$ cat config.mk
export PLATFORM = sky130hd
export DESIGN_NAME = tx_filter_top
export DESIGN_NICKNAME = d
export VERILOG_FILES = /design/src/logic/pcie_hdr_pkg.sv /design/src/logic/tx_err_pkg.sv /design/src/logic/mmio_pending_queue.sv /design/src/logic/tx_delay_pipe.sv /design/src/logic/cpl_builder.sv /design/src/logic/tx_error_ctrl.sv /design/src/logic/tx_filter_top.sv
export SDC_FILE = /design/constraint.sdc
export NUM_CORES = 1
export LEC_CHECK = 0
export BUFFER_PORTS_ARGS = -buffer_cell sky130_fd_sc_hd__buf_2
export CAP_MARGIN = 20
export CORE_AREA = 2 2 592 594
export CTS_CLUSTER_SIZE = 28
export DETAILED_ROUTE_END_ITERATION = 6
export DIE_AREA = 0 0 594 596
export GPL_TIMING_DRIVEN = 0
export PLACE_DENSITY = 0.47
export SLEW_MARGIN = 20
export SYNTH_ARGS = -nofsm -noshare
export SYNTH_HDL_FRONTEND = slang
export SYNTH_SLANG_ARGS = --single-unit
$ cat constraint.sdc
create_clock -name clk -period 5.7 [get_ports clk]
set_input_delay 0.855 -clock clk [delete_from_list [all_inputs] [get_ports clk]]
set_output_delay 0.855 -clock clk [all_outputs]
set_load 0.03 [all_outputs]
$ cat src/logic/pcie_hdr_pkg.sv
//##########################################################################
// PCIe header definitions
// Field widths, format codes and the fixed bit layout of the 128-bit
// header carried on the transmit stream and in generated completions
//##########################################################################
package pcie_hdr_pkg;

   localparam int HDR_W  = 128;
   localparam int DATA_W = 256;
   localparam int KEEP_W = DATA_W / 8;

   localparam int FMT_W    = 8;
   localparam int LEN_W    = 10;
   localparam int TAG_W    = 10;
   localparam int REQ_ID_W = 16;
   localparam int STAT_W   = 3;
   localparam int BCNT_W   = 12;
   localparam int LADDR_W  = 7;

   typedef logic [TAG_W-1:0]    t_tag;
   typedef logic [REQ_ID_W-1:0] t_req_id;
   typedef logic [LEN_W-1:0]    t_dw_len;
   typedef logic [BCNT_W-1:0]   t_byte_cnt;
   typedef logic [LADDR_W-1:0]  t_low_addr;
   typedef logic [FMT_W-1:0]    t_fmt_type;
   typedef logic [HDR_W-1:0]    t_hdr;
   typedef logic [DATA_W-1:0]   t_tdata;
   typedef logic [KEEP_W-1:0]   t_tkeep;

   localparam t_fmt_type FMT_CPLD = 8'h4a;
   localparam t_fmt_type FMT_MRD  = 8'h20;

   // Lowest bit of each header field
   localparam int FMT_LSB    = 0;
   localparam int LEN_LSB    = 8;
   localparam int TAG_LSB    = 18;
   localparam int REQ_ID_LSB = 28;
   localparam int STAT_LSB   = 44;
   localparam int BCNT_LSB   = 47;
   localparam int LADDR_LSB  = 59;

   // A read request carries its address in the upper 64 bits instead
   localparam int ADDR_LSB   = 64;

   // Completion keep: 16 header bytes plus one or two payload dwords
   localparam t_tkeep KEEP_1DW = 32'h000f_ffff;
   localparam t_tkeep KEEP_2DW = 32'h00ff_ffff;

endpackage

$ cat src/logic/tx_err_pkg.sv
//##########################################################################
// Transmit error filter definitions
// Controller states, delay and queue sizes, the read timeout and the
// layout of one pending MMIO read record
//##########################################################################
package tx_err_pkg;

   typedef enum logic [1:0] {
      F_IDLE,
      F_SEND_RSP,
      F_WAIT_QUEUE,
      F_IDLE_BLOCKING
   } t_filt_state;

   localparam int PIPE_DEPTH = 4;

   localparam int PEND_DEPTH = 8;
   localparam int PEND_PTR_W = $clog2(PEND_DEPTH);

   localparam int MMIO_TIMEOUT_CYCLES = 64;
   localparam int AGE_W = $clog2(MMIO_TIMEOUT_CYCLES + 1);

   localparam int PEND_W = 40;
   typedef logic [PEND_W-1:0] t_pend_info;

   // Record layout, the bits above the tag are spare and stay zero
   localparam int PI_IS32_BIT   = 0;
   localparam int PI_LADDR_LSB  = 1;
   localparam int PI_REQ_ID_LSB = 8;
   localparam int PI_TAG_LSB    = 24;

endpackage

$ cat src/logic/mmio_pending_queue.sv
//##########################################################################
// MMIO pending read queue
// Keeps outstanding host reads in arrival order and times the oldest one.
// A read that stays at the head too long raises a single timeout pulse
//##########################################################################
`timescale 1ns/1ps

module mmio_pending_queue (
   input  logic                   clk,
   input  logic                   rst_n,
   input  logic                   i_mmio_req_valid,
   input  pcie_hdr_pkg::t_hdr     i_mmio_req_hdr,
   input  logic                   i_afu_cpl_seen,
   input  logic                   i_cpl_sent,
   input  logic                   i_blocking,
   output tx_err_pkg::t_pend_info o_head_info,
   output logic                   o_next_pending_rdy,
   output logic                   o_flush_done,
   output logic                   o_mmio_timeout,
   output logic                   o_pend_overflow
);
   import pcie_hdr_pkg::*;
   import tx_err_pkg::*;

   t_pend_info            mem [PEND_DEPTH];
   logic [PEND_PTR_W-1:0] wr_ptr;
   logic [PEND_PTR_W-1:0] rd_ptr;
   logic [PEND_PTR_W:0]   count;
   logic [AGE_W-1:0]      age;
   logic                  empty;
   logic                  full;
   logic                  push;
   logic                  pop;
   t_pend_info            new_info;

   assign empty = (count == '0);
   assign full  = (count == (PEND_PTR_W + 1)'(PEND_DEPTH));
   assign push  = i_mmio_req_valid & ~full;

   // AFU completions retire reads only while traffic is flowing
   assign pop = ~empty & (i_cpl_sent | (i_afu_cpl_seen & ~i_blocking));

   always_comb begin
      new_info = '0;
      new_info[PI_TAG_LSB +: TAG_W]       = i_mmio_req_hdr[TAG_LSB +: TAG_W];
      new_info[PI_REQ_ID_LSB +: REQ_ID_W] = i_mmio_req_hdr[REQ_ID_LSB +: REQ_ID_W];
      new_info[PI_LADDR_LSB +: LADDR_W]   = i_mmio_req_hdr[ADDR_LSB +: LADDR_W];
      new_info[PI_IS32_BIT] = (i_mmio_req_hdr[LEN_LSB +: LEN_W] == t_dw_len'(1));
   end

   always_ff @(posedge clk) begin
      if (push) begin
         mem[wr_ptr] <= new_info;
      end
   end

   always_ff @(posedge clk) begin
      if (!rst_n) begin
         wr_ptr          <= '0;
         rd_ptr          <= '0;
         count           <= '0;
         o_pend_overflow <= 1'b0;
      end else begin
         if (push) begin
            wr_ptr <= wr_ptr + 1'b1;
         end
         if (pop) begin
            rd_ptr <= rd_ptr + 1'b1;
         end
         case ({push, pop})
            2'b10:   count <= count + 1'b1;
            2'b01:   count <= count - 1'b1;
            default: count <= count;
         endcase
         // A dropped request is remembered until reset
         if (i_mmio_req_valid & full) begin
            o_pend_overflow <= 1'b1;
         end
      end
   end

   // Age of the head entry, saturating so the timeout fires once per entry
   always_ff @(posedge clk) begin
      if (!rst_n) begin
         age            <= '0;
         o_mmio_timeout <= 1'b0;
      end else begin
         o_mmio_timeout <= 1'b0;
         if (empty | pop) begin
            age <= '0;
         end else if (age != AGE_W'(MMIO_TIMEOUT_CYCLES)) begin
            age <= age + 1'b1;
            if (age == AGE_W'(MMIO_TIMEOUT_CYCLES - 1)) begin
               o_mmio_timeout <= 1'b1;
            end
         end
      end
   end

   assign o_head_info        = mem[rd_ptr];
   assign o_next_pending_rdy = ~empty;
   assign o_flush_done       = empty;

endmodule

$ cat src/logic/tx_delay_pipe.sv
//##########################################################################
// Transmit stream delay line
// Four stages that advance together while the link is ready. Each stage
// keeps the last packet header it saw, and stage 1 flags AFU completions
//##########################################################################
`timescale 1ns/1ps

module tx_delay_pipe (
   input  logic                 clk,
   input  logic                 rst_n,
   input  logic                 i_tx_valid,
   input  pcie_hdr_pkg::t_tdata i_tx_data,
   input  pcie_hdr_pkg::t_tkeep i_tx_keep,
   input  logic                 i_tx_last,
   input  logic                 i_tx_sop,
   input  logic                 i_tx_ready,
   output logic                 o_tx_ready,
   output logic                 o_tx_valid_r4,
   output pcie_hdr_pkg::t_tdata o_tx_data_r4,
   output pcie_hdr_pkg::t_tkeep o_tx_keep_r4,
   output logic                 o_tx_last_r4,
   output logic                 o_tx_sop_r4,
   output pcie_hdr_pkg::t_hdr   o_tx_hdr_r1,
   output pcie_hdr_pkg::t_hdr   o_tx_hdr_r2,
   output pcie_hdr_pkg::t_hdr   o_tx_hdr_r3,
   output pcie_hdr_pkg::t_hdr   o_tx_hdr_r4,
   output logic                 o_afu_cpl_seen
);
   import pcie_hdr_pkg::*;
   import tx_err_pkg::*;

   logic   valid_r [1:PIPE_DEPTH];
   t_tdata data_r  [1:PIPE_DEPTH];
   t_tkeep keep_r  [1:PIPE_DEPTH];
   logic   last_r  [1:PIPE_DEPTH];
   logic   sop_r   [1:PIPE_DEPTH];
   t_hdr   hdr_r   [1:PIPE_DEPTH];
   logic   cpl_in;

   // Ready goes straight back upstream, it is not delayed with the data
   assign o_tx_ready = i_tx_ready;

   always_ff @(posedge clk) begin
      if (!rst_n) begin
         for (int k = 1; k <= PIPE_DEPTH; k++) begin
            valid_r[k] <= 1'b0;
         end
      end else if (i_tx_ready) begin
         valid_r[1] <= i_tx_valid;
         for (int k = 2; k <= PIPE_DEPTH; k++) begin
            valid_r[k] <= valid_r[k-1];
         end
      end
   end

   always_ff @(posedge clk) begin
      if (i_tx_ready) begin
         data_r[1] <= i_tx_data;
         keep_r[1] <= i_tx_keep;
         last_r[1] <= i_tx_last;
         sop_r[1]  <= i_tx_sop;
         for (int k = 2; k <= PIPE_DEPTH; k++) begin
            data_r[k] <= data_r[k-1];
            keep_r[k] <= keep_r[k-1];
            last_r[k] <= last_r[k-1];
            sop_r[k]  <= sop_r[k-1];
         end
      end
   end

   // Stage k takes a header when a valid sop beat moves into it
   always_ff @(posedge clk) begin
      if (i_tx_ready & i_tx_valid & i_tx_sop) begin
         hdr_r[1] <= i_tx_data[HDR_W-1:0];
      end
      for (int k = 2; k <= PIPE_DEPTH; k++) begin
         if (i_tx_ready & valid_r[k-1] & sop_r[k-1]) begin
            hdr_r[k] <= data_r[k-1][HDR_W-1:0];
         end
      end
   end

   assign cpl_in = i_tx_ready & i_tx_valid & i_tx_sop &
                   (i_tx_data[FMT_LSB +: FMT_W] == FMT_CPLD);

   always_ff @(posedge clk) begin
      if (!rst_n) begin
         o_afu_cpl_seen <= 1'b0;
      end else begin
         o_afu_cpl_seen <= cpl_in;
      end
   end

   assign o_tx_valid_r4 = valid_r[PIPE_DEPTH];
   assign o_tx_data_r4  = data_r[PIPE_DEPTH];
   assign o_tx_keep_r4  = keep_r[PIPE_DEPTH];
   assign o_tx_last_r4  = last_r[PIPE_DEPTH];
   assign o_tx_sop_r4   = sop_r[PIPE_DEPTH];
   assign o_tx_hdr_r1   = hdr_r[1];
   assign o_tx_hdr_r2   = hdr_r[2];
   assign o_tx_hdr_r3   = hdr_r[3];
   assign o_tx_hdr_r4   = hdr_r[4];

endmodule

$ cat src/logic/cpl_builder.sv
//##########################################################################
// Fake completion builder
// Turns the oldest pending read into a one-beat completion with an
// all-ones payload and holds it until the link accepts it
//##########################################################################
`timescale 1ns/1ps

module cpl_builder (
   input  logic                   clk,
   input  logic                   rst_n,
   input  logic                   i_send_rsp,
   input  tx_err_pkg::t_pend_info i_head_info,
   input  logic                   i_cpl_ready,
   output logic                   o_cpl_valid,
   output pcie_hdr_pkg::t_tdata   o_cpl_data,
   output pcie_hdr_pkg::t_tkeep   o_cpl_keep,
   output logic                   o_cpl_sop,
   output logic                   o_cpl_last,
   output logic                   o_cpl_sent,
   output logic                   o_mmio_rd_rsp_ack
);
   import pcie_hdr_pkg::*;
   import tx_err_pkg::*;

   t_pend_info info_q;
   t_hdr       cpl_hdr;
   logic       is_32b;

   // The record is captured as the response starts and held while stalled
   always_ff @(posedge clk) begin
      if (i_send_rsp & ~o_cpl_valid) begin
         info_q <= i_head_info;
      end
   end

   always_ff @(posedge clk) begin
      if (!rst_n) begin
         o_cpl_valid       <= 1'b0;
         o_mmio_rd_rsp_ack <= 1'b0;
      end else begin
         o_mmio_rd_rsp_ack <= o_cpl_sent;
         if (o_cpl_sent) begin
            o_cpl_valid <= 1'b0;
         end else if (i_send_rsp) begin
            o_cpl_valid <= 1'b1;
         end
      end
   end

   assign is_32b = info_q[PI_IS32_BIT];

   always_comb begin
      cpl_hdr = '0;
      cpl_hdr[FMT_LSB +: FMT_W]       = FMT_CPLD;
      cpl_hdr[LEN_LSB +: LEN_W]       = is_32b ? t_dw_len'(1) : t_dw_len'(2);
      cpl_hdr[TAG_LSB +: TAG_W]       = info_q[PI_TAG_LSB +: TAG_W];
      cpl_hdr[REQ_ID_LSB +: REQ_ID_W] = info_q[PI_REQ_ID_LSB +: REQ_ID_W];
      cpl_hdr[STAT_LSB +: STAT_W]     = '0;
      cpl_hdr[BCNT_LSB +: BCNT_W]     = is_32b ? t_byte_cnt'(4) : t_byte_cnt'(8);
      cpl_hdr[LADDR_LSB +: LADDR_W]   = info_q[PI_LADDR_LSB +: LADDR_W];
   end

   assign o_cpl_data = {{(DATA_W - HDR_W){1'b1}}, cpl_hdr};
   assign o_cpl_keep = is_32b ? KEEP_1DW : KEEP_2DW;
   assign o_cpl_sop  = o_cpl_valid;
   assign o_cpl_last = o_cpl_valid;
   assign o_cpl_sent = o_cpl_valid & i_cpl_ready;

endmodule

$ cat src/logic/tx_error_ctrl.sv
//##########################################################################
// Transmit error controller
// Decides when pending reads are flushed with fake completions and
// holds the traffic block until errors are cleared or a soft reset ends
//##########################################################################
`timescale 1ns/1ps

module tx_error_ctrl (
   input  logic clk,
   input  logic rst_n,
   input  logic i_block_traffic,
   input  logic i_clear_errors,
   input  logic i_afu_softreset,
   input  logic i_mmio_timeout,
   input  logic i_next_pending_rdy,
   input  logic i_flush_done,
   input  logic i_cpl_sent,
   output logic o_send_rsp,
   output logic o_blocking_traffic,
   output logic o_blocking_traffic_fast
);
   import tx_err_pkg::*;

   t_filt_state state;
   t_filt_state state_next;
   logic        in_idle;
   logic        softreset_r1;
   logic        softreset_r2;
   logic        softreset_fall;
   logic        clear_seen;
   logic        softreset_seen;

   assign in_idle = (state == F_IDLE);

   always_ff @(posedge clk) begin
      if (!rst_n) begin
         state <= F_IDLE;
      end else begin
         state <= state_next;
      end
   end

   always_comb begin
      state_next = state;
      case (state)
         F_IDLE: begin
            if (i_mmio_timeout) begin
               state_next = F_SEND_RSP;
            end else if (i_block_traffic) begin
               state_next = F_WAIT_QUEUE;
            end
         end
         // One fake completion is on the link, wait until it is taken
         F_SEND_RSP: begin
            if (i_cpl_sent) begin
               state_next = F_WAIT_QUEUE;
            end
         end
         F_WAIT_QUEUE: begin
            if (i_next_pending_rdy) begin
               state_next = F_SEND_RSP;
            end else if (i_flush_done) begin
               state_next = F_IDLE_BLOCKING;
            end
         end
         // Queue is drained but traffic stays blocked; new reads still get answered
         F_IDLE_BLOCKING: begin
            if (clear_seen | softreset_seen) begin
               state_next = F_IDLE;
            end else if (i_next_pending_rdy) begin
               state_next = F_SEND_RSP;
            end
         end
         default: state_next = F_IDLE;
      endcase
   end

   always_ff @(posedge clk) begin
      if (!rst_n) begin
         softreset_r1       <= 1'b0;
         softreset_r2       <= 1'b0;
         softreset_fall     <= 1'b0;
         clear_seen         <= 1'b0;
         softreset_seen     <= 1'b0;
         o_blocking_traffic <= 1'b0;
      end else begin
         // Soft reset comes from the accelerator side, so sync it first
         softreset_r1   <= i_afu_softreset;
         softreset_r2   <= softreset_r1;
         softreset_fall <= softreset_r2 & ~softreset_r1;
         // Sticky flags are dropped once the controller is back in idle
         clear_seen         <= i_clear_errors | (clear_seen & ~in_idle);
         softreset_seen     <= softreset_fall | (softreset_seen & ~in_idle);
         o_blocking_traffic <= i_block_traffic | i_mmio_timeout |
                               (o_blocking_traffic & ~in_idle);
      end
   end

   assign o_send_rsp              = (state == F_SEND_RSP);
   assign o_blocking_traffic_fast = i_block_traffic | o_blocking_traffic;

endmodule

$ cat src/logic/tx_filter_top.sv
//##########################################################################
// Transmit error filter
// Delays the accelerator transmit stream, tracks host MMIO reads and
// answers them with fake completions once traffic has to be blocked
//##########################################################################
`timescale 1ns/1ps

module tx_filter_top (
   input  logic                 clk,
   input  logic                 rst_n,
   input  logic                 i_tx_valid,
   input  pcie_hdr_pkg::t_tdata i_tx_data,
   input  pcie_hdr_pkg::t_tkeep i_tx_keep,
   input  logic                 i_tx_last,
   input  logic                 i_tx_sop,
   input  logic                 i_tx_ready,
   output logic                 o_tx_ready,
   output logic                 o_tx_valid_r4,
   output pcie_hdr_pkg::t_tdata o_tx_data_r4,
   output pcie_hdr_pkg::t_tkeep o_tx_keep_r4,
   output logic                 o_tx_last_r4,
   output logic                 o_tx_sop_r4,
   output pcie_hdr_pkg::t_hdr   o_tx_hdr_r1,
   output pcie_hdr_pkg::t_hdr   o_tx_hdr_r2,
   output pcie_hdr_pkg::t_hdr   o_tx_hdr_r3,
   output pcie_hdr_pkg::t_hdr   o_tx_hdr_r4,
   input  logic                 i_mmio_req_valid,
   input  pcie_hdr_pkg::t_hdr   i_mmio_req_hdr,
   output logic                 o_pend_overflow,
   output logic                 o_mmio_timeout,
   input  logic                 i_block_traffic,
   input  logic                 i_clear_errors,
   input  logic                 i_afu_softreset,
   output logic                 o_blocking_traffic,
   output logic                 o_blocking_traffic_fast,
   output logic                 o_cpl_valid,
   output pcie_hdr_pkg::t_tdata o_cpl_data,
   output pcie_hdr_pkg::t_tkeep o_cpl_keep,
   output logic                 o_cpl_sop,
   output logic                 o_cpl_last,
   input  logic                 i_cpl_ready,
   output logic                 o_mmio_rd_rsp_ack
);
   import tx_err_pkg::*;

   t_pend_info head_info;
   logic       next_pending_rdy;
   logic       flush_done;
   logic       afu_cpl_seen;
   logic       cpl_sent;
   logic       send_rsp;

   tx_delay_pipe u_pipe (
      .clk, .rst_n,
      .i_tx_valid, .i_tx_data, .i_tx_keep, .i_tx_last, .i_tx_sop, .i_tx_ready,
      .o_tx_ready, .o_tx_valid_r4, .o_tx_data_r4, .o_tx_keep_r4,
      .o_tx_last_r4, .o_tx_sop_r4,
      .o_tx_hdr_r1, .o_tx_hdr_r2, .o_tx_hdr_r3, .o_tx_hdr_r4,
      .o_afu_cpl_seen (afu_cpl_seen)
   );

   // The unregistered block flag keeps a completion from retiring a read
   // in the same cycle that an error arrives
   mmio_pending_queue u_queue (
      .clk, .rst_n,
      .i_mmio_req_valid, .i_mmio_req_hdr,
      .i_afu_cpl_seen     (afu_cpl_seen),
      .i_cpl_sent         (cpl_sent),
      .i_blocking         (o_blocking_traffic_fast),
      .o_head_info        (head_info),
      .o_next_pending_rdy (next_pending_rdy),
      .o_flush_done       (flush_done),
      .o_mmio_timeout,
      .o_pend_overflow
   );

   cpl_builder u_cpl (
      .clk, .rst_n,
      .i_send_rsp  (send_rsp),
      .i_head_info (head_info),
      .i_cpl_ready,
      .o_cpl_valid, .o_cpl_data, .o_cpl_keep, .o_cpl_sop, .o_cpl_last,
      .o_cpl_sent  (cpl_sent),
      .o_mmio_rd_rsp_ack
   );

   tx_error_ctrl u_ctrl (
      .clk, .rst_n,
      .i_block_traffic, .i_clear_errors, .i_afu_softreset,
      .i_mmio_timeout     (o_mmio_timeout),
      .i_next_pending_rdy (next_pending_rdy),
      .i_flush_done       (flush_done),
      .i_cpl_sent         (cpl_sent),
      .o_send_rsp         (send_rsp),
      .o_blocking_traffic,
      .o_blocking_traffic_fast
   );

endmodule

==> results.md, run 1 <==
* Gr usage total at about an eighth
* Hold Crit Depth at 1
* DR pass1 iterations at 5
* Fill cell instance count of the final layout at between 30000 and 40000
* Syn_area_per_cell at 23.8 um2
* Final setup viols at 0
* FF-to-FF Start: u_queue.count[2]
* DRC viols at 0
* Finished Layout Cells at 9394
* Startpoint of the worst hold path: i_tx_data[208]
* Port Buffer Count at between 1000 and 1500
* Area growth, synth to finish at 32.4%
* Synthesized instance count at 2820
* Total CTS buffers at 231
* Main synth FF type: edfxtp_1
* H-tree depth at 4
* Die area at 354000 um2
* Data required, critical path at 4850 ps
* Worst slew margin at 38.1%
* CP Capture Type: primary output
* Post-CTS setup buffers at 0
* Vias at ~32000
* Clk_skew at between 70 and 80 ps
* Max Cap Viol at 0
* Pwr/cell area at slightly below 400 nW/um2
* Fraction of layout cells with a size suffix above 1 at about 48%
* WL/cell at 23.0 um
* Final-stage net count at 5019
* Max Slew Vio Count at 0
* Final worst slack at 2120 ps
* Fin Setup TNS at 0 ps
* Max Buffers Root-to-Sink at 4
* Asr flop ratio synth at 0%
* Yosys cell types at 47
* Pre-CTS WS at 1540 ps
* Final Total Pwr at 0.0346 W
* Top cells by count, synth: 1982 x edfxtp_1, 544 x buf_4, 68 x mux4_2
* Clk pin slew, worst setup/hold paths at 60 ps
* Initial Utilization at between 10% and 20%
* Antenna Nets Post-Route at 0
* Ys Warns at 0
* Die span in x at 594 um
* Share of the synthesized area in the top cell type at 88.6%
* R2R depth at 7
* Lkg Pwr at approximately 32 nW
* Final period utilization at 62.9%
* Initial antenna violation count at 89
* Global route total overflow at 0
* Clk_lat worst skew at 910 ps
* Die H at 596 um
* Min-delay worst type: in -> reg
* Worst-Margin Slew at 928 ps
* CTS Hold Bufs at 30
* Final GP Congestion at 0.819
* Synth area leader: edfxtp_1
* First-pass GRT wire length at about 280000 um
* Post-synth EDFFs at 1982
* Yosys reg bits at 2012
* CTS tree: yes
* Drt total wl at 216000 um
* FF-to-FF End: u_queue.mem[4][17]
* Most frequent cell after synthesis: edfxtp_1
* F_max at 279 MHz
* Post_cts resized at 0
* Run status: completed
* Ports at 1527
* Root buf cell: clkbuf_16
* FP Rows at 217
* Inst Count DP at approximately 8900
* Clk sinks at 2012
* DR iter-0 viols at 2422
* Worst Hold Path EP: u_pipe.data_r[0][464]
* Largest net degree at the start of global routing at 145
* Flop2flop setup slack at a little under 3000 ps
* Final worst path period need at 3580 ps
* Crit path launch type: input port
* Sequential fraction of the synthesis area at 89.5%
* Post-DP HPWL at approximately 160000 um
* Arr. time, crit path at 2730 ps
* Synthesized cell area at 67200 um2
* Number of global-route vias before repair at between 30000 and 40000
* Crit Path Max Fanout at 144
* CORE AREA at about 350000 um2
* Drt via density at 3.38
* Final hold viol count at 0
* Area contributors post-synth: edfxtp_1 89%, buf_4 6.1%, mux4_2 2.3%
* Critical path class: in -> out
* RSZ-0062 raised after global routing: false
* Worst IR Drop VDD at 280 uV
==> cells by family after synthesis <==
family / after synthesis / synth area share [%]
other cells: 2 / 0.0112
flops: 2012 / 89.5
buf+inv: 575 / 6.34
compound gates: 20 / 0.190
fa+ha+maj: 7 / 0.130
xor+xnor: 12 / 0.156
mux: 106 / 2.97
simple gates: 86 / 0.712
==> report_power, final <==
| part | internal, W | switching [W] | leakage (nW) |
|---|---|---|---|
| registers | 0.0172 | 0.000372 | 19.1 |
| logic | 0.000635 | 0.00141 | 9.67 |
| clock network | 0.00866 | 0.00636 | 3.73 |
| total | 0.0265 | 0.00814 | 32.5 |
==> how the worst max path moves through the flow <==
stage / start / end / slack, ps / depth (start not counted)
finish: i_tx_ready / o_tx_ready / 2120 / 5
CTS: i_tx_ready / o_tx_ready / 2090 / 5
global placement: i_tx_ready / u_pipe.hdr_r[0][403] / -24300 / 2
floorplan: i_mmio_req_valid / u_queue.mem[0][0] / 980 / 2
global route: i_tx_ready / o_tx_ready / 1940 / 5
detailed placement: i_tx_ready / u_pipe.hdr_r[0][334] / 1540 / 6
==> flip-flops by register name, indices dropped and copies added, names as in the netlist, 2 cells and up <==
signal / flops
u_pipe.valid_r: 4
u_pipe.data_r: 1024
u_pipe.hdr_r: 512
u_pipe.sop_r: 4
u_cpl.info_q: 34
u_queue.wr_ptr: 3
u_queue.count: 4
u_pipe.keep_r: 128
u_queue.age: 7
u_queue.mem: 272
u_pipe.last_r: 4
u_ctrl.state: 2
u_queue.rd_ptr: 3
==> per-stage QoR <==
step | util, % | hold slack (ps) | cell area, um2
floorplan | - | 383 | 68100
global placement | 23.0 | 389 | 79800
detailed placement | 23.3 | 400 | 80900
CTS | 25.6 | 2.02 | 88900
global route | 25.6 | 45.9 | 88900
finish | 25.6 | 140 | 88900
==> per-layer routing <==
metal | part of all wire (%) | vias to the layer above | GRT usage (%)
met5 | 0.15 | - | 0.0135
met4 | 3.6 | 54 | 4.21
met3 | 11 | 350 | 5.32
met2 | 48 | 1377 | 19.3
met1 | 37 | 16200 | 13.2
li1 | - | 13800 | -
==> critical path: stages <==
cell and delay (ps):
buf_12 230, buf_16 450, buf_16 480, buf_4 220
buf_2 180
==> placed cells by master, fill, tap and decap left out, types with 10 or more instances in the layout <==
cell,netlist,final
nor2_1,20,17
mux2_2,24,24
diode_2,0,17
clkinv_2,0,37
buf_6,2,10
dlygate4sd3_1,0,30
dfxtp_1,30,30
clkinv_1,0,33
inv_6,0,13
buf_4,544,565
mux2_4,10,10
buf_2,9,1208
bufinv_16,0,22
buf_16,0,23
clkinvlp_4,0,10
edfxtp_1,1982,1982
conb_1,2,247
clkbuf_1,12,51
clkinv_4,0,17
clkbuf_16,0,234
mux4_2,68,68
nand2_1,11,11
==> area by class of cell <==
class	instances	area [um2]	share of cell area [%]
Clock inverter	149	1610	1.80
Clock buffer	277	6060	6.81
Tap cell	4599	5750	6.47
Sequential cell	2012	60100	67.6
Antenna cell	17	42.5	0.0478
Multi-Input combinational cell	478	3810	4.28
Timing Repair Buffer	1287	7300	8.21
Buffer	569	4240	4.76
Inverter	6	22.5	0.0253
Power figures use the tool's default switching activity.
==> run 2: changes to the inputs <==
- clock period: 5.7 -> 3.6 ns (I/O delays scaled with it)
==> run 2 against run 1 <==
Against the previous run: routed wire length up 0.94%; clock power up 55%; final area up 3.2%; cell count up 2.9%; flip-flop and latch count unchanged; first-iteration DRC count down 2.6%; global-route usage up 0.080 points; critical path type is now in -> reg.
==> results.md, run 2 (synthesis gave the netlist of run 1 again) <==
* Run status: completed (unchanged)
* Met1 Wirelength at 84100 um (was 81100 um)
* Worst IR Drop VDD at 451 uV (was 280 uV)
* Fraction of layout cells with a size suffix above 1 at 45.0% (was 48.0%)
* CTS tree: yes (unchanged)
* Met2 wire length at 104000 um (about the same)
* Antenna Nets Post-Route at 0 (unchanged)
* Most frequent cells in the layout: 1982 x edfxtp_1, 1202 x buf_2, 557 x buf_4 (was 1982 x edfxtp_1, 1208 x buf_2, 565 x buf_4)
* Top Registers: u_pipe.data_r x1024, u_pipe.hdr_r x512, u_queue.mem x272 (unchanged)
* Largest register by flop count: u_pipe.data_r (unchanged)
* CORE AREA at 348000 um2 (unchanged)
* Total CTS buffers at 225 (was 231)
* Initial Utilization at 19.3% (unchanged)
* Arr. time, crit path at 3930 ps (was 2730 ps)
* CTS Hold Bufs at 331 (was 30)
* Vias at 33000 (was 31800)
* Global route total overflow at 0 (unchanged)
* Port Buffer Count at 1194 (unchanged)
* Min-delay worst type: in -> reg (unchanged)
* Flop2flop setup slack at 780 ps (was 2920 ps)
* Final worst path period need at between 3000 and 4000 ps
* Max Cap Viol at 0 (unchanged)
* Die span in x at 594 um (unchanged)
* Die H at 596 um (unchanged)
* Area growth, synth to finish at 36.6% (was 32.4%)
* Crit Path Max Fanout at 144 (unchanged)
* Post_cts resized at 0 (unchanged)
* FF-to-FF End: u_queue.count[3] (was u_queue.mem[4][17])
* Commonest non-fill, non-tap cell in the layout: edfxtp_1 (unchanged)
* Final period utilization at 94.4%
* Clk sinks at 2012 (unchanged)
* Clk pin slew, worst setup/hold paths at 60 ps (about the same)
* Crit path launch type: input port (unchanged)
* Die area at 354000 um2 (unchanged)
* DRC viols at 0 (unchanged)
* FF-to-FF Start: u_queue.count[1] (was u_queue.count[2])
* Worst-Margin Slew at 1070 ps (was 928 ps)
* WL/cell at 22.6 um (was 23.0 um)
* F_max at 294 MHz
* Gr usage total at 11.8% (was 11.7%)
* Worst slew margin at 28.5% (was 38.1%)
* Hold Crit Depth at 1 (unchanged)
* R2R depth at 10 (was 7)
* FP Rows at 217 (unchanged)
* Critical path class: in -> reg (was in -> out)
* Startpoint of the worst hold path: i_tx_ready (was i_tx_data[208])
* Fin Setup TNS at 0 ps (unchanged)
* Drt via density at 3.41 (was 3.38)
* Post-CTS setup buffers at 0 (unchanged)
* Min Hold Slack at 169 ps (was 140 ps)
* Max reg flops at 1024 (unchanged)
* Pwr/cell area at 595 nW/um2 (was 389 nW/um2)
* Max Slew Vio Count at 0 (unchanged)
* Max Buffers Root-to-Sink at 4 (unchanged)
* Worst Hold Path EP: u_pipe.data_r[0][338] (was u_pipe.data_r[0][464])
* Largest net degree at the start of global routing at 145 (unchanged)
* Drt total wl at 218000 um (was 216000 um)
* Initial antenna violation count at 67 (was 89)
* DR iter-0 viols at 2359 (was 2422)
* Ports at 1527 (unchanged)
* H-tree depth at 4 (unchanged)
* Lkg Pwr at 33.6 nW (was 32.5 nW)
* Max layer used: met5 (unchanged)
* Final setup viols at 0 (unchanged)
* Clk_lat worst skew at 910 ps (about the same)
* CP Capture Type: flop (was primary output)
* RSZ-0062 raised after global routing: false (unchanged)
* Number of global-route vias before repair at 33000 (was 31500)
* Root buf cell: clkbuf_16 (unchanged)
* Final hold viol count at 0 (unchanged)
* Final GP Congestion at 0.805 (was 0.819)
* Met3 routed WL at 23200 um (was 23100 um)
* Clk_skew at 85.8 ps (was 76.4 ps)
* Data required, critical path at 4130 ps (was 4850 ps)
* Post-DP HPWL at 163000 um (about the same)
* Final-stage net count at 5309 (was 5019)
* DR pass1 iterations at 5 (unchanged)
* First-pass GRT wire length at 286000 um (was 282000 um)
run 2: cell types whose count changed in the layout (fill, tap and decap cells not counted), sizes merged:
cell         previous run  this run
buf                  1814      1809
bufinv                 22        25
clkbuf                289       267
clkinv                 91       104
clkinvlp               10        12
diode                  17        10
dlygate4sd3            30       331
inv                    32        22
run 2: worst max-delay path by stage:
stage,startpoint,to
after floorplan,u_queue.count[1],u_queue.mem[2][0]
after global placement,i_tx_ready,u_pipe.hdr_r[0][573]
after detailed placement,i_tx_ready,u_pipe.hdr_r[0][409]
after CTS,i_tx_ready,u_pipe.hdr_r[0][396]
after global routing,i_tx_ready,u_pipe.hdr_r[0][396]
final,i_tx_ready,u_pipe.hdr_r[0][396]
run 2: layout make-up:
class	count	area [um2]
Inverter	6	22.5
Clock buffer	255	5740
Fill cell	35200	256000
Timing Repair Buffer	1583	10400
Sequential cell	2012	60100
Multi-Input combinational cell	478	3820
Antenna cell	10	25.0
Clock inverter	157	1690
Tap cell	4599	5750
Buffer	569	4240
run 2: power breakdown:
group	switching, W	total [W]	internal, W
Sequential	0.000592	0.0278	0.0272
Clock	0.00993	0.0233	0.0134
Combinational	0.00232	0.00354	0.00122
Total	0.0128	0.0546	0.0417
run 2: stage by stage:
step / total power, W / setup WS (ps) / cells / utilization (%) / instance area (um2)
after CTS: 0.0556 / 271 / 9659 / 26.4 / 91800
after global placement: 0.0320 / -23930 / 8858 / 23.0 / 79800
final: 0.0546 / 201 / 9669 / 26.4 / 91800
after global routing: 0.0567 / 40.9 / 9666 / 26.4 / 91800
after floorplan: 0.0297 / -39.0 / 3065 / - / 68100
after detailed placement: 0.0316 / -715 / 8916 / 23.3 / 81000
run 2: worst max-delay path, cell delays in order:
cell	delay, ps
buf_12	500
buf_16	460
buf_16	480
and3_4	600
buf_16	270
buf_16	270
buf_16	260
run 2: layer usage:
metal  up-vias  GRT usage [%]
met5         -              0
li1      14400              -
met4        20           3.64
met2      1459           19.4
met3       309           5.19
met1     16800           13.7
==> run 3: changes to the inputs <==
==> constraint.sdc (replaced) <==
create_clock -name clk -period 3.6 [get_ports clk]
set_input_delay 0.72 -clock clk [delete_from_list [all_inputs] [get_ports clk]]
set_output_delay 0.72 -clock clk [all_outputs]
set_load 0.03 [all_outputs]
==> run 3 against run 2 <==
Against the previous run: non-clock buffer count decreased by 56; sequential share of layout area increased by 0.38 points; final area decreased by 0.57%; clock skew increased by 0.80 ps; via count decreased by 0.77%; critical path depth unchanged; clock-buffer cell count unchanged; worst hold slack got worse by 73 ps; utilization decreased by 0.15 points.
==> results.md, run 3 (synthesis gave the netlist of run 1 again) <==
* RSZ-0062 raised after global routing: false (unchanged)
* Final Total Pwr at 0.0545 W (was 0.0546 W)
* Max Slew Vio Count at 0 (unchanged)
* Post-CTS setup buffers at 0 (unchanged)
* H-tree depth at 4 (unchanged)
* Most frequent cells in the layout: 1982 x edfxtp_1, 1202 x buf_2, 557 x buf_4 (unchanged)
* Inst Count DP at 8916 (unchanged)
* Min-delay worst type: in -> reg (unchanged)
* Pwr/cell area at 597 nW/um2 (was 595 nW/um2)
* Utilization after layout at 26.2% (was 26.4%)
* Final GP Congestion at 0.805 (unchanged)
* Largest register by flop count: u_pipe.data_r (unchanged)
* Ports at 1527 (unchanged)
* Total CTS buffers at 225 (unchanged)
* Min Hold Slack at 96.3 ps (was 169 ps)
* Die area at 354000 um2 (unchanged)
* Vias at 32700 (was 33000)
* F_max at 317 MHz (was 294 MHz)
* Die span in x at 594 um (unchanged)
* Crit path launch type: input port (unchanged)
* Clk_skew at 86.6 ps (was 85.8 ps)
* Area growth, synth to finish at 35.9% (was 36.6%)
* DR pass1 iterations at 7 (was 5)
* CORE AREA at 348000 um2 (unchanged)
* Run status: completed (unchanged)
* Clk sinks at 2012 (unchanged)
* Net load switching power at 0.0128 W (about the same)
* Largest net degree at the start of global routing at 145 (unchanged)
* DR iter-0 viols at 2275 (was 2359)
* First-pass GRT wire length at 285000 um (was 286000 um)
* DRC viols at 0 (unchanged)
* Clk_lat worst skew at 910 ps (about the same)
* Post-DP HPWL at 163000 um (unchanged)
* Final-stage net count at 5253 (was 5309)
* WL/cell at 22.7 um (was 22.6 um)
* Critical path class: in -> reg (unchanged)
* Most common cell on crit path: buf_16 (unchanged)
* Antenna Nets Post-Route at 0 (unchanged)
* Slowest CP cell: and3_4 (unchanged)
* Max Cap Viol at 0 (unchanged)
* Global route total overflow at 0 (unchanged)
* Data required, critical path at 4130 ps (about the same)
* Clk pin slew, worst setup/hold paths at 60 ps (about the same)
* Clock share of power at 42.7% (about the same)
* Initial antenna violation count at 76 (was 67)
* FP Rows at 217 (unchanged)
* Cell Int Power at 0.0417 W (about the same)
* Number of global-route vias before repair at 32700 (was 33000)
* Worst-path cell chain: buf_16 > buf_16 > buf_16 > and3_4 > buf_16 > buf_16 > buf_16 (was buf_12 > buf_16 > buf_16 > and3_4 > buf_16 > buf_16 > buf_16)
* Port Buffer Count at 1194 (unchanged)
* Root buf cell: clkbuf_16 (unchanged)
* Lkg Pwr at 33.4 nW (was 33.6 nW)
* Gr usage total at 11.8% (about the same)
* Final hold viol count at 0 (unchanged)
* Fill cell instance count of the final layout at 35200 (about the same)
* Arr. time, crit path at 3680 ps (was 3930 ps)
* Max Buffers Root-to-Sink at 4 (unchanged)
* Worst IR Drop VDD at 451 uV (about the same)
* Flop2flop setup slack at 780 ps (about the same)
* Worst-Margin Slew at 1050 ps (was 1070 ps)
* Drt total wl at 218000 um (about the same)
* Reg power frac at 50.9% (about the same)
* Drt via density at 3.40 (was 3.41)
* Final worst path period need at 3160 ps (was 3400 ps)
* Max reg flops at 1024 (unchanged)
* Die H at 596 um (unchanged)
* Crit Path Max Fanout at 122 (was 144)
* Critical Path Max Stage Delay at 520 ps (was 600 ps)
* CP Capture Type: flop (unchanged)
* Final period utilization at 87.7% (was 94.4%)
* Switching part of the total at 23.5% (about the same)
* Top Registers: u_pipe.data_r x1024, u_pipe.hdr_r x512, u_queue.mem x272 (unchanged)
* CTS tree: yes (unchanged)
* Final setup viols at 0 (unchanged)
* Worst slew margin at 30.0% (was 28.5%)
* Finished Layout Cells at 9619 (was 9669)
* Commonest non-fill, non-tap cell in the layout: edfxtp_1 (unchanged)
* Logic pwr share at 6.4% (was 6.5%)
* Fraction of layout cells with a size suffix above 1 at 45.6% (was 45.0%)
* Initial Utilization at 19.3% (unchanged)
==> run 3: cell types whose count changed in the layout (fill, tap and decap cells not counted) <==
cell / before / now
buf_12: 7 / 6
buf_16: 26 / 27
dlygate4sd3_1: 331 / 274
diode_2: 10 / 16
clkbuf_16: 225 / 226
==> run 3: power by group through the flow <==
| stage | sequential, W | combinational (W) | clock [W] |
|---|---|---|---|
| 2_1_floorplan | 0.0283 | 0.00149 | 0 |
| 3_3_place_gp | 0.0288 | 0.00315 | 0 |
| 3_5_place_dp | 0.0283 | 0.00329 | 0 |
| 4_1_cts | 0.0278 | 0.00356 | 0.0242 |
| 5_1_grt | 0.0279 | 0.00371 | 0.0250 |
| 6_report | 0.0278 | 0.00349 | 0.0233 |
==> run 3: layout make-up <==
cell class	instances	area [um2]	area share, %
flip-flops and latches	2012	60100	65.9
repair buffers	1527	9840	10.8
well taps	4599	5750	6.30
clock buffers	255	5740	6.29
plain buffers	569	4240	4.64
multi-input cells	478	3820	4.18
clock inverters	157	1690	1.86
diodes	16	40.0	0.0439
inverters	6	22.5	0.0247
==> run 3: per-stage QoR <==
step | area (um2) | setup TNS (ps) | worst slack (ps)
2_1_floorplan | 68100 | -9060 | -88.8
3_3_place_gp | 79800 | - | -24110
3_5_place_dp | 81000 | -188520 | -895
4_1_cts | 91200 | 0 | 90.8
5_1_grt | 91200 | 0 | 274
6_report | 91300 | 0 | 444
==> run 3: metal layers <==
| layer | routed length [um] | vias up | track usage (%) | part of all wire, % |
|---|---|---|---|---|
| met3 | 24200 | 339 | 5.55 | 11 |
| met1 | 82800 | 16600 | 13.5 | 38 |
| met5 | 205 | - | 0 | 0.094 |
| met2 | 104000 | 1425 | 19.4 | 48 |
| met4 | 6930 | 36 | 3.65 | 3.2 |
| li1 | - | 14300 | - | - |
==> run 3: final timing paths <==
| path | start | end | cells after the start |
|---|---|---|---|
| setup / recovery | i_tx_ready | u_pipe.hdr_r[0][396] | 7 |
| hold / removal | i_tx_data[124] | u_pipe.hdr_r[0][252] | 1 |
| setup reg to reg | u_queue.count[1] | u_queue.count[3] | 10 |
| hold reg to reg | u_pipe.data_r[0][459] | u_pipe.data_r[0][715] | 0 |
==> run 3: critical path, delay by kind of cell <==
| kind | cells | cell delay (ps) |
|---|---|---|
| buf+inv | 6 | 2090 |
| simple gates | 1 | 520 |
==> run 3: what timing repair did <==
action | CTS | global route
setup endpoints to repair | 0 | 36
gates resized for setup | 0 | 1
hold buffers | 274 | 0
endpoints found under the hold margin | 380 | 0
